--- src/rtl/uart_pkg.sv ---
package uart_pkg;

  // One serial data byte, sent and received least significant bit first.
  typedef logic [7:0] uart_byte_t;

  // Wide enough to count the clocks in one bit cell.
  typedef logic [3:0] bit_cnt_t;

  // The system clock runs at 16 times the bit rate, so no baud generator is needed.
  localparam int CLKS_PER_BIT = 16;

  localparam int HALF_BIT = 8;   // From the start edge to the start-bit center.

  localparam int DATA_BITS = 8;  // 8N1 framing.

endpackage

--- src/rtl/cmd_pkg.sv ---
package cmd_pkg;

  // The opcode sits in the upper nibble of the first command byte.
  // Any other nibble value is an unknown opcode and gets the error reply.
  typedef enum logic [3:0] {
    OP_WRITE = 4'd1,
    OP_READ  = 4'd2,
    OP_ADD   = 4'd3,
    OP_CLEAR = 4'd4
  } opcode_t;

  typedef logic [1:0] reg_idx_t;  // Bits 1:0 of the first byte.

  localparam int NUM_REGS = 4;

  localparam logic [7:0] ERR_REPLY = 8'hEE;

  // One decoded command. The operand is only meaningful for WRITE and ADD.
  typedef struct packed {
    opcode_t    op;
    reg_idx_t   idx;
    logic [7:0] operand;
  } cmd_t;

  typedef struct packed {
    logic [7:0] data;
  } reply_t;

endpackage

--- src/rtl/uart_rx.sv ---
module uart_rx (
  input  logic                 sys_clk,
  input  logic                 sys_rst_l,
  input  logic                 uart_rx_line,
  output uart_pkg::uart_byte_t rx_byte,
  output logic                 rx_ready
);
  import uart_pkg::*;

  typedef enum logic [2:0] {
    RX_IDLE,
    RX_CENTER,
    RX_WAIT,
    RX_SAMPLE,
    RX_STOP
  } rx_state_t;

  rx_state_t  state;
  rx_state_t  next_state;
  logic       rx_meta;
  logic       rx_sync;
  logic       rx_prev;
  logic       start_edge;
  bit_cnt_t   cell_cnt;
  bit_cnt_t   bits_rcvd;
  uart_byte_t shift_q;
  logic       cell_clr;
  logic       shift_en;
  logic       bits_clr;
  logic       ready_next;

  // Two flops bring the line into the clock domain, the third finds the falling edge.
  always_ff @(posedge sys_clk) begin
    if (!sys_rst_l) begin
      rx_meta <= 1'b1;
      rx_sync <= 1'b1;
      rx_prev <= 1'b1;
    end else begin
      rx_meta <= uart_rx_line;
      rx_sync <= rx_meta;
      rx_prev <= rx_sync;
    end
  end

  // A start needs a real falling edge. After a low stop bit the line must go high first.
  assign start_edge = rx_prev & ~rx_sync;

  always_ff @(posedge sys_clk) begin
    if (!sys_rst_l) begin
      cell_cnt  <= '0;
      bits_rcvd <= '0;
    end else begin
      if (cell_clr) begin
        cell_cnt <= '0;
      end else begin
        cell_cnt <= cell_cnt + 1'b1;
      end
      if (bits_clr) begin
        bits_rcvd <= '0;
      end else if (shift_en) begin
        bits_rcvd <= bits_rcvd + 1'b1;
      end
    end
  end

  // Fills from the top, so the first bit on the line ends up in bit 0.
  always_ff @(posedge sys_clk) begin
    if (shift_en) begin
      shift_q <= {rx_sync, shift_q[DATA_BITS-1:1]};
    end
  end

  always_comb begin
    next_state = state;
    cell_clr   = 1'b1;
    shift_en   = 1'b0;
    bits_clr   = 1'b0;
    ready_next = 1'b0;
    case (state)
      RX_IDLE: begin
        bits_clr = 1'b1;
        if (start_edge) begin
          next_state = RX_CENTER;
        end
      end
      RX_CENTER: begin
        if (cell_cnt == bit_cnt_t'(HALF_BIT - 1)) begin
          next_state = rx_sync ? RX_IDLE : RX_WAIT;  // High at the center is a glitch.
        end else begin
          cell_clr = 1'b0;
        end
      end
      RX_WAIT: begin
        // The sample cycle itself makes up the last clock of the bit cell.
        if (cell_cnt == bit_cnt_t'(CLKS_PER_BIT - 2)) begin
          next_state = (bits_rcvd == bit_cnt_t'(DATA_BITS)) ? RX_STOP : RX_SAMPLE;
        end else begin
          cell_clr = 1'b0;
        end
      end
      RX_SAMPLE: begin
        shift_en   = 1'b1;
        next_state = RX_WAIT;
      end
      RX_STOP: begin
        ready_next = rx_sync;  // A low stop bit drops the frame.
        next_state = RX_IDLE;
      end
      default: begin
        next_state = RX_IDLE;
      end
    endcase
  end

  always_ff @(posedge sys_clk) begin
    if (!sys_rst_l) begin
      state    <= RX_IDLE;
      rx_ready <= 1'b0;
    end else begin
      state    <= next_state;
      rx_ready <= ready_next;
    end
  end

  assign rx_byte = shift_q;

endmodule

--- src/rtl/cmd_decode.sv ---
module cmd_decode (
  input  logic                 sys_clk,
  input  logic                 sys_rst_l,
  input  uart_pkg::uart_byte_t rx_byte,
  input  logic                 rx_ready,
  output cmd_pkg::cmd_t        cmd,
  output logic                 cmd_valid
);
  import cmd_pkg::*;

  typedef enum logic {
    DEC_OPCODE,
    DEC_OPERAND
  } dec_state_t;

  dec_state_t state;
  opcode_t    byte_op;
  logic       takes_operand;

  assign byte_op = opcode_t'(rx_byte[7:4]);

  // Only WRITE and ADD carry a second byte. Unknown opcodes issue at once.
  assign takes_operand = (byte_op == OP_WRITE) || (byte_op == OP_ADD);

  always_ff @(posedge sys_clk) begin
    if (!sys_rst_l) begin
      state     <= DEC_OPCODE;
      cmd_valid <= 1'b0;
    end else begin
      cmd_valid <= 1'b0;
      if (rx_ready) begin
        case (state)
          DEC_OPCODE: begin
            if (takes_operand) begin
              state <= DEC_OPERAND;
            end else begin
              cmd_valid <= 1'b1;
            end
          end
          DEC_OPERAND: begin
            cmd_valid <= 1'b1;
            state     <= DEC_OPCODE;
          end
          default: begin
            state <= DEC_OPCODE;
          end
        endcase
      end
    end
  end

  // The opcode byte fills op and idx, the operand byte fills the rest.
  always_ff @(posedge sys_clk) begin
    if (rx_ready) begin
      if (state == DEC_OPCODE) begin
        cmd.op  <= byte_op;
        cmd.idx <= reg_idx_t'(rx_byte[1:0]);
      end else begin
        cmd.operand <= rx_byte;
      end
    end
  end

endmodule

--- src/rtl/cmd_execute.sv ---
module cmd_execute (
  input  logic            sys_clk,
  input  logic            sys_rst_l,
  input  cmd_pkg::cmd_t   cmd,
  input  logic            cmd_valid,
  output cmd_pkg::reply_t reply,
  output logic            reply_valid
);
  import cmd_pkg::*;

  logic [7:0] regs [NUM_REGS];
  logic [7:0] cur_val;
  logic [7:0] sum_val;
  logic [7:0] reply_data;
  logic       has_reply;

  assign cur_val = regs[cmd.idx];
  assign sum_val = cur_val + cmd.operand;  // Wraps modulo 256.

  // WRITE, ADD and CLEAR change only the addressed register.
  always_ff @(posedge sys_clk) begin
    if (!sys_rst_l) begin
      for (int i = 0; i < NUM_REGS; i++) begin
        regs[i] <= '0;
      end
    end else if (cmd_valid) begin
      case (cmd.op)
        OP_WRITE: regs[cmd.idx] <= cmd.operand;
        OP_ADD:   regs[cmd.idx] <= sum_val;
        OP_CLEAR: regs[cmd.idx] <= '0;
        default: begin
        end
      endcase
    end
  end

  // READ returns the value before this cycle, ADD the new sum.
  always_comb begin
    case (cmd.op)
      OP_READ: reply_data = cur_val;
      OP_ADD:  reply_data = sum_val;
      default: reply_data = ERR_REPLY;
    endcase
  end

  assign has_reply = (cmd.op != OP_WRITE) && (cmd.op != OP_CLEAR);

  always_ff @(posedge sys_clk) begin
    if (!sys_rst_l) begin
      reply_valid <= 1'b0;
    end else begin
      reply_valid <= cmd_valid && has_reply;
    end
  end

  always_ff @(posedge sys_clk) begin
    if (cmd_valid && has_reply) begin
      reply.data <= reply_data;
    end
  end

endmodule

--- src/rtl/result_tx.sv ---
module result_tx (
  input  logic            sys_clk,
  input  logic            sys_rst_l,
  input  cmd_pkg::reply_t reply,
  input  logic            reply_valid,
  output logic            uart_tx
);
  import uart_pkg::*;

  typedef enum logic [1:0] {
    TX_IDLE,
    TX_START,
    TX_DATA,
    TX_STOP
  } tx_state_t;

  tx_state_t  state;
  bit_cnt_t   cell_cnt;
  bit_cnt_t   data_cnt;
  uart_byte_t tx_shift;
  uart_byte_t buf_data;
  logic       buf_full;
  logic       cell_end;
  logic       tx_free;
  logic       take_buf;
  logic       take_new;
  logic       hold_new;

  assign cell_end = (cell_cnt == bit_cnt_t'(CLKS_PER_BIT - 1));

  // The next frame may start when idle or straight after the last stop-bit clock.
  assign tx_free  = (state == TX_IDLE) || ((state == TX_STOP) && cell_end);
  assign take_buf = tx_free && buf_full;
  assign take_new = tx_free && !buf_full && reply_valid;
  assign hold_new = reply_valid && !take_new;  // Parks the reply while a frame is out.

  always_ff @(posedge sys_clk) begin
    if (!sys_rst_l) begin
      state    <= TX_IDLE;
      buf_full <= 1'b0;
      cell_cnt <= '0;
      data_cnt <= '0;
    end else begin
      if (hold_new) begin
        buf_full <= 1'b1;
      end else if (take_buf) begin
        buf_full <= 1'b0;
      end
      if ((state == TX_IDLE) || cell_end) begin
        cell_cnt <= '0;
      end else begin
        cell_cnt <= cell_cnt + 1'b1;
      end
      case (state)
        TX_IDLE: begin
          if (take_buf || take_new) begin
            state <= TX_START;
          end
        end
        TX_START: begin
          if (cell_end) begin
            state    <= TX_DATA;
            data_cnt <= '0;
          end
        end
        TX_DATA: begin
          if (cell_end) begin
            data_cnt <= data_cnt + 1'b1;
            if (data_cnt == bit_cnt_t'(DATA_BITS - 1)) begin
              state <= TX_STOP;
            end
          end
        end
        TX_STOP: begin
          if (cell_end) begin
            state <= (take_buf || take_new) ? TX_START : TX_IDLE;
          end
        end
        default: begin
          state <= TX_IDLE;
        end
      endcase
    end
  end

  always_ff @(posedge sys_clk) begin
    if (hold_new) begin
      buf_data <= reply.data;
    end
    if (take_buf) begin
      tx_shift <= buf_data;
    end else if (take_new) begin
      tx_shift <= reply.data;
    end else if ((state == TX_DATA) && cell_end) begin
      tx_shift <= tx_shift >> 1;  // Least significant bit goes out first.
    end
  end

  always_comb begin
    case (state)
      TX_START: uart_tx = 1'b0;
      TX_DATA:  uart_tx = tx_shift[0];
      default:  uart_tx = 1'b1;  // Idle line and stop bit.
    endcase
  end

endmodule

--- src/rtl/reg_unit_top.sv ---
module reg_unit_top (
  input  logic sys_clk,
  input  logic sys_rst_l,
  input  logic uart_rx_line,
  output logic uart_tx
);
  import uart_pkg::*;
  import cmd_pkg::*;

  uart_byte_t rx_byte;
  logic       rx_ready;
  cmd_t       cmd;
  logic       cmd_valid;
  reply_t     reply;
  logic       reply_valid;

  uart_rx u_rx (
    .sys_clk      (sys_clk),
    .sys_rst_l    (sys_rst_l),
    .uart_rx_line (uart_rx_line),
    .rx_byte      (rx_byte),
    .rx_ready     (rx_ready)
  );

  cmd_decode u_decode (
    .sys_clk   (sys_clk),
    .sys_rst_l (sys_rst_l),
    .rx_byte   (rx_byte),
    .rx_ready  (rx_ready),
    .cmd       (cmd),
    .cmd_valid (cmd_valid)
  );

  cmd_execute u_execute (
    .sys_clk     (sys_clk),
    .sys_rst_l   (sys_rst_l),
    .cmd         (cmd),
    .cmd_valid   (cmd_valid),
    .reply       (reply),
    .reply_valid (reply_valid)
  );

  // Replies go back out on the same bit rate as the commands came in.
  result_tx u_tx (
    .sys_clk     (sys_clk),
    .sys_rst_l   (sys_rst_l),
    .reply       (reply),
    .reply_valid (reply_valid),
    .uart_tx     (uart_tx)
  );

endmodule

--- config.mk ---
export PLATFORM = sky130hd
export DESIGN_NAME = reg_unit_top
export DESIGN_NICKNAME = d
export VERILOG_FILES = /design/src/rtl/uart_pkg.sv /design/src/rtl/cmd_pkg.sv /design/src/rtl/uart_rx.sv /design/src/rtl/cmd_decode.sv /design/src/rtl/cmd_execute.sv /design/src/rtl/result_tx.sv /design/src/rtl/reg_unit_top.sv
export SDC_FILE = /design/constraint.sdc
export NUM_CORES = 1
export LEC_CHECK = 0
export ABC_AREA = 0
export BUFFER_PORTS_ARGS = -buffer_cell sky130_fd_sc_hd__buf_2
export CAP_MARGIN = 25
export CORE_ASPECT_RATIO = 0.5
export CORE_MARGIN = 2
export CORE_UTILIZATION = 55
export CTS_CLUSTER_SIZE = 16
export DETAILED_ROUTE_END_ITERATION = 10
export PLACE_DENSITY = 0.72
export SLEW_MARGIN = 20
export SYNTH_ARGS = -nofsm -noshare
export SYNTH_HDL_FRONTEND = slang
export SYNTH_SLANG_ARGS = --single-unit
--- constraint.sdc ---
create_clock -name sys_clk -period 3.18 [get_ports sys_clk]
set_input_delay 0.795 -clock sys_clk [delete_from_list [all_inputs] [get_ports sys_clk]]
set_output_delay 0.795 -clock sys_clk [all_outputs]
set_load 0.005 [all_outputs]
==> results.yml <==
finish:
  layout_commonest_cell: "edfxtp_1"
  fillCellCount: 640
  drive_gt1_frac: 0.1076
  final_cell_mix: "edfxtp_1, nor2_1, dfxtp_1, nand2_1, o21ai_0"
  fin_nets: 454
  area_growth_syn_to_layout_pct: 9.183
  n_antenna_cell: 0
global_route:
  grt_max_degree: 19
  grt_overflow: 0
  grt_pass1_wl_um: 15840
  antenna_found_initial: 0
  first_global_vias: 3203
  gr-usage-all-layers: 0.2046
routing:
  top_layer: "met4"
  met1_length_um: 4464
  post-route-drc-count: 0
  vias: 3320
  ant_nets: 0
  wl_um: 9689
  met3_length_um: 456
  viasPerCell: 5.993
  wire_per_inst_um: 17.49
  drtPass1Iterations: 7
  wl_met2_um: 4631
  drt_iter0_drc: 226
worst_setup_path:
  required_ns: 3.27
  path_class: "flop to flop"
  cp_data_arrival_time_ns: 3.05
  crit_path_start_kind: "flop"
  path_max_fanout: 4
  worst_setup_path_end_kind: "flop"
timing:
  hold_viol: 0
  max-slew-margin-rel: 0.4870
  worst_hold_slack_ns: 0.4080
  fin_skew_ns: 0.009291
  worstMarginPinSlew_ns: 0.7680
  period_needed_ns: 2.958
  min_period_over_period: 0.9302
  setup_viol: 0
  tns_ns: 0
  rsz0062_at_grt: "no"
  fmax_mhz: 338.1
  final-max-slew-violation-count: 0
yosys:
  synth_edf_count: 78
  synthTopCellsByArea: "edfxtp_1, dfxtp_1, ha_1"
  syn-instance-count: 429
  netlist_area_mm2: 0.005082
  ys_async_sr_fraction: 0
  synth-seq-cells: 109
  ys_warn_count: 0
  ys_seq_area_frac: 0.5830
  ys_types: 54
  syn_avg_cell_area_um2: 11.85
  synth_top_cell_area_share: 0.4609
  synth_nets: 451
  synthFlopType: "edfxtp_1"
  yosys.area.top_type: "edfxtp_1"
placement:
  io_buffers: 3
  hpwlAfterDp_um: 6732
  gp_congestion: 0.8356
clock_network:
  clock_sinks: 109
  cts_tree: "yes"
  cts_buffer_depth: 2
  clock_latency_ns: 0.35
  cts.root.buffer_cell: "clkbuf_16"
  cts_buffers: 9
  htree_levels: 3
  cts_hold_buf: 0
  clk_pin_slew_ns: 0.07
min_path:
  hold_class: "flop to flop"
run:
  drv_cap: 0
floorplanning:
  dieArea_mm2: 0.01007
  pin_count: 4
  rows: 24
  fp.dieH_um: 71.98
  die_x_um: 139.9
  initial_core_util: 0.5757
  core_area_mm2: 0.008828
status:
  status: "completed"
power:
  peakVddDrop_mv: 0.4117
  p_leak_uw: 0.001945
  p_per_area_mw_per_mm2: 544.7
==> power by group <==
group          internal, uW  switching [uW]
registers              1540            22.1
clock network           695             510
logic                   101             152
total                  2340             684
==> layout make-up <==
cell class                 count  area (um^2)  area share
tap                          117        146.4     0.02638
clock buffer                   9        225.2     0.04059
sequential                   109         2963      0.5339
inverter                      18        67.56     0.01218
timing repair buffer          11        75.07     0.01353
clock inverter                 7        98.84     0.01781
multi-input combinational    283         1973      0.3556
==> worst max-delay path: stages (launching register included) <==
cell	delay (ns)
dfxtp_1	0.43
mux4_2	0.56
ha_1	0.24
fa_1	0.42
a21o_1	0.18
a21oi_1	0.26
xnor2_1	0.14
a22oi_1	0.35
nor2_1	0.11
==> registers in the layout, indices dropped and copies added, names as in the netlist, 2 cells and up, named ones only <==
signal / cells
u_rx.bits_rcvd: 4
u_rx.cell_cnt: 4
u_tx.data_cnt: 4
u_tx.state: 2
u_rx.rx_byte: 8
u_execute.reply: 8
u_rx.state: 3
u_tx.buf_data: 8
u_tx.tx_shift: 8
u_tx.cell_cnt: 4
u_execute.regs: 32
u_decode.cmd: 14
==> cell families (layout without fill, tap and decap cells) <==
kind of cell	after synthesis	count (layout)	synth area share
buf+inv	37	45	0.02905
simple gates	148	148	0.1519
fa+ha+maj	19	19	0.04825
flops	109	109	0.5830
xor+xnor	9	9	0.01551
compound gates	86	86	0.1103
mux	21	21	0.06204
==> cell usage after synthesis (4+ instances only) <==
| library cell | n |
|---|---|
| inv_1 | 18 |
| nor3_1 | 9 |
| edfxtp_1 | 78 |
| ha_1 | 18 |
| a21o_1 | 7 |
| clkbuf_1 | 12 |
| nor2b_1 | 12 |
| nor2_1 | 45 |
| a21oi_1 | 14 |
| o211ai_1 | 4 |
| xnor2_1 | 6 |
| dfxtp_1 | 31 |
| nand3b_1 | 4 |
| nand4_1 | 4 |
| nand2_1 | 27 |
| or3_1 | 5 |
| nand3_1 | 10 |
| mux2i_1 | 9 |
| a22oi_1 | 15 |
| and2_1 | 5 |
| nand2b_1 | 6 |
| mux2_2 | 4 |
| mux4_2 | 8 |
| o21ai_0 | 22 |
| a31oi_1 | 8 |
==> path summary, 6_finish.rpt <==
kind | slack, ns | to | cells past startpoint | start
setup / recovery | 0.22 | u_execute.regs[1][4]$_SDFFCE_PN0P_ | 8 | flop
hold reg to reg | 0.41 | u_rx.rx_sync$_SDFF_PN1_ | 1 | u_rx.rx_meta$_SDFF_PN1_
setup reg to reg | 0.22 | u_execute.regs[1][4]$_SDFFCE_PN0P_ | 8 | flop
hold / removal | 0.41 | u_rx.rx_sync$_SDFF_PN1_ | 1 | u_rx.rx_meta$_SDFF_PN1_
==> metrics by stage <==
stage | setup slack (ns) | power [uW] | area, um^2 | utilization | instances
2_1_floorplan | 0.3713 | 1773 | 5082 | - | 429
3_3_place_gp | 0.3195 | 1826 | 5224 | 0.5917 | 538
3_5_place_dp | 0.2356 | 1844 | 5224 | 0.5917 | 538
4_1_cts | 0.2241 | 3037 | 5548 | 0.6284 | 554
5_1_grt | 0.03010 | 3131 | 5549 | 0.6285 | 554
6_report | 0.2219 | 3022 | 5549 | 0.6285 | 554
==> per-layer routing <==
metal / track usage / vias up
met4: 0.07556 / 0
li1: - / 1587
met2: 0.3328 / 81
met1: 0.2697 / 1639
met3: 0.05677 / 13
met5: 0 / -
==> timing repair <==
action / in CTS / in global routing
gates resized for setup: 0 / 1
buffers inserted: 0 / 0
setup endpoints to repair: 0 / 4
(Power assumes the default switching activity.)
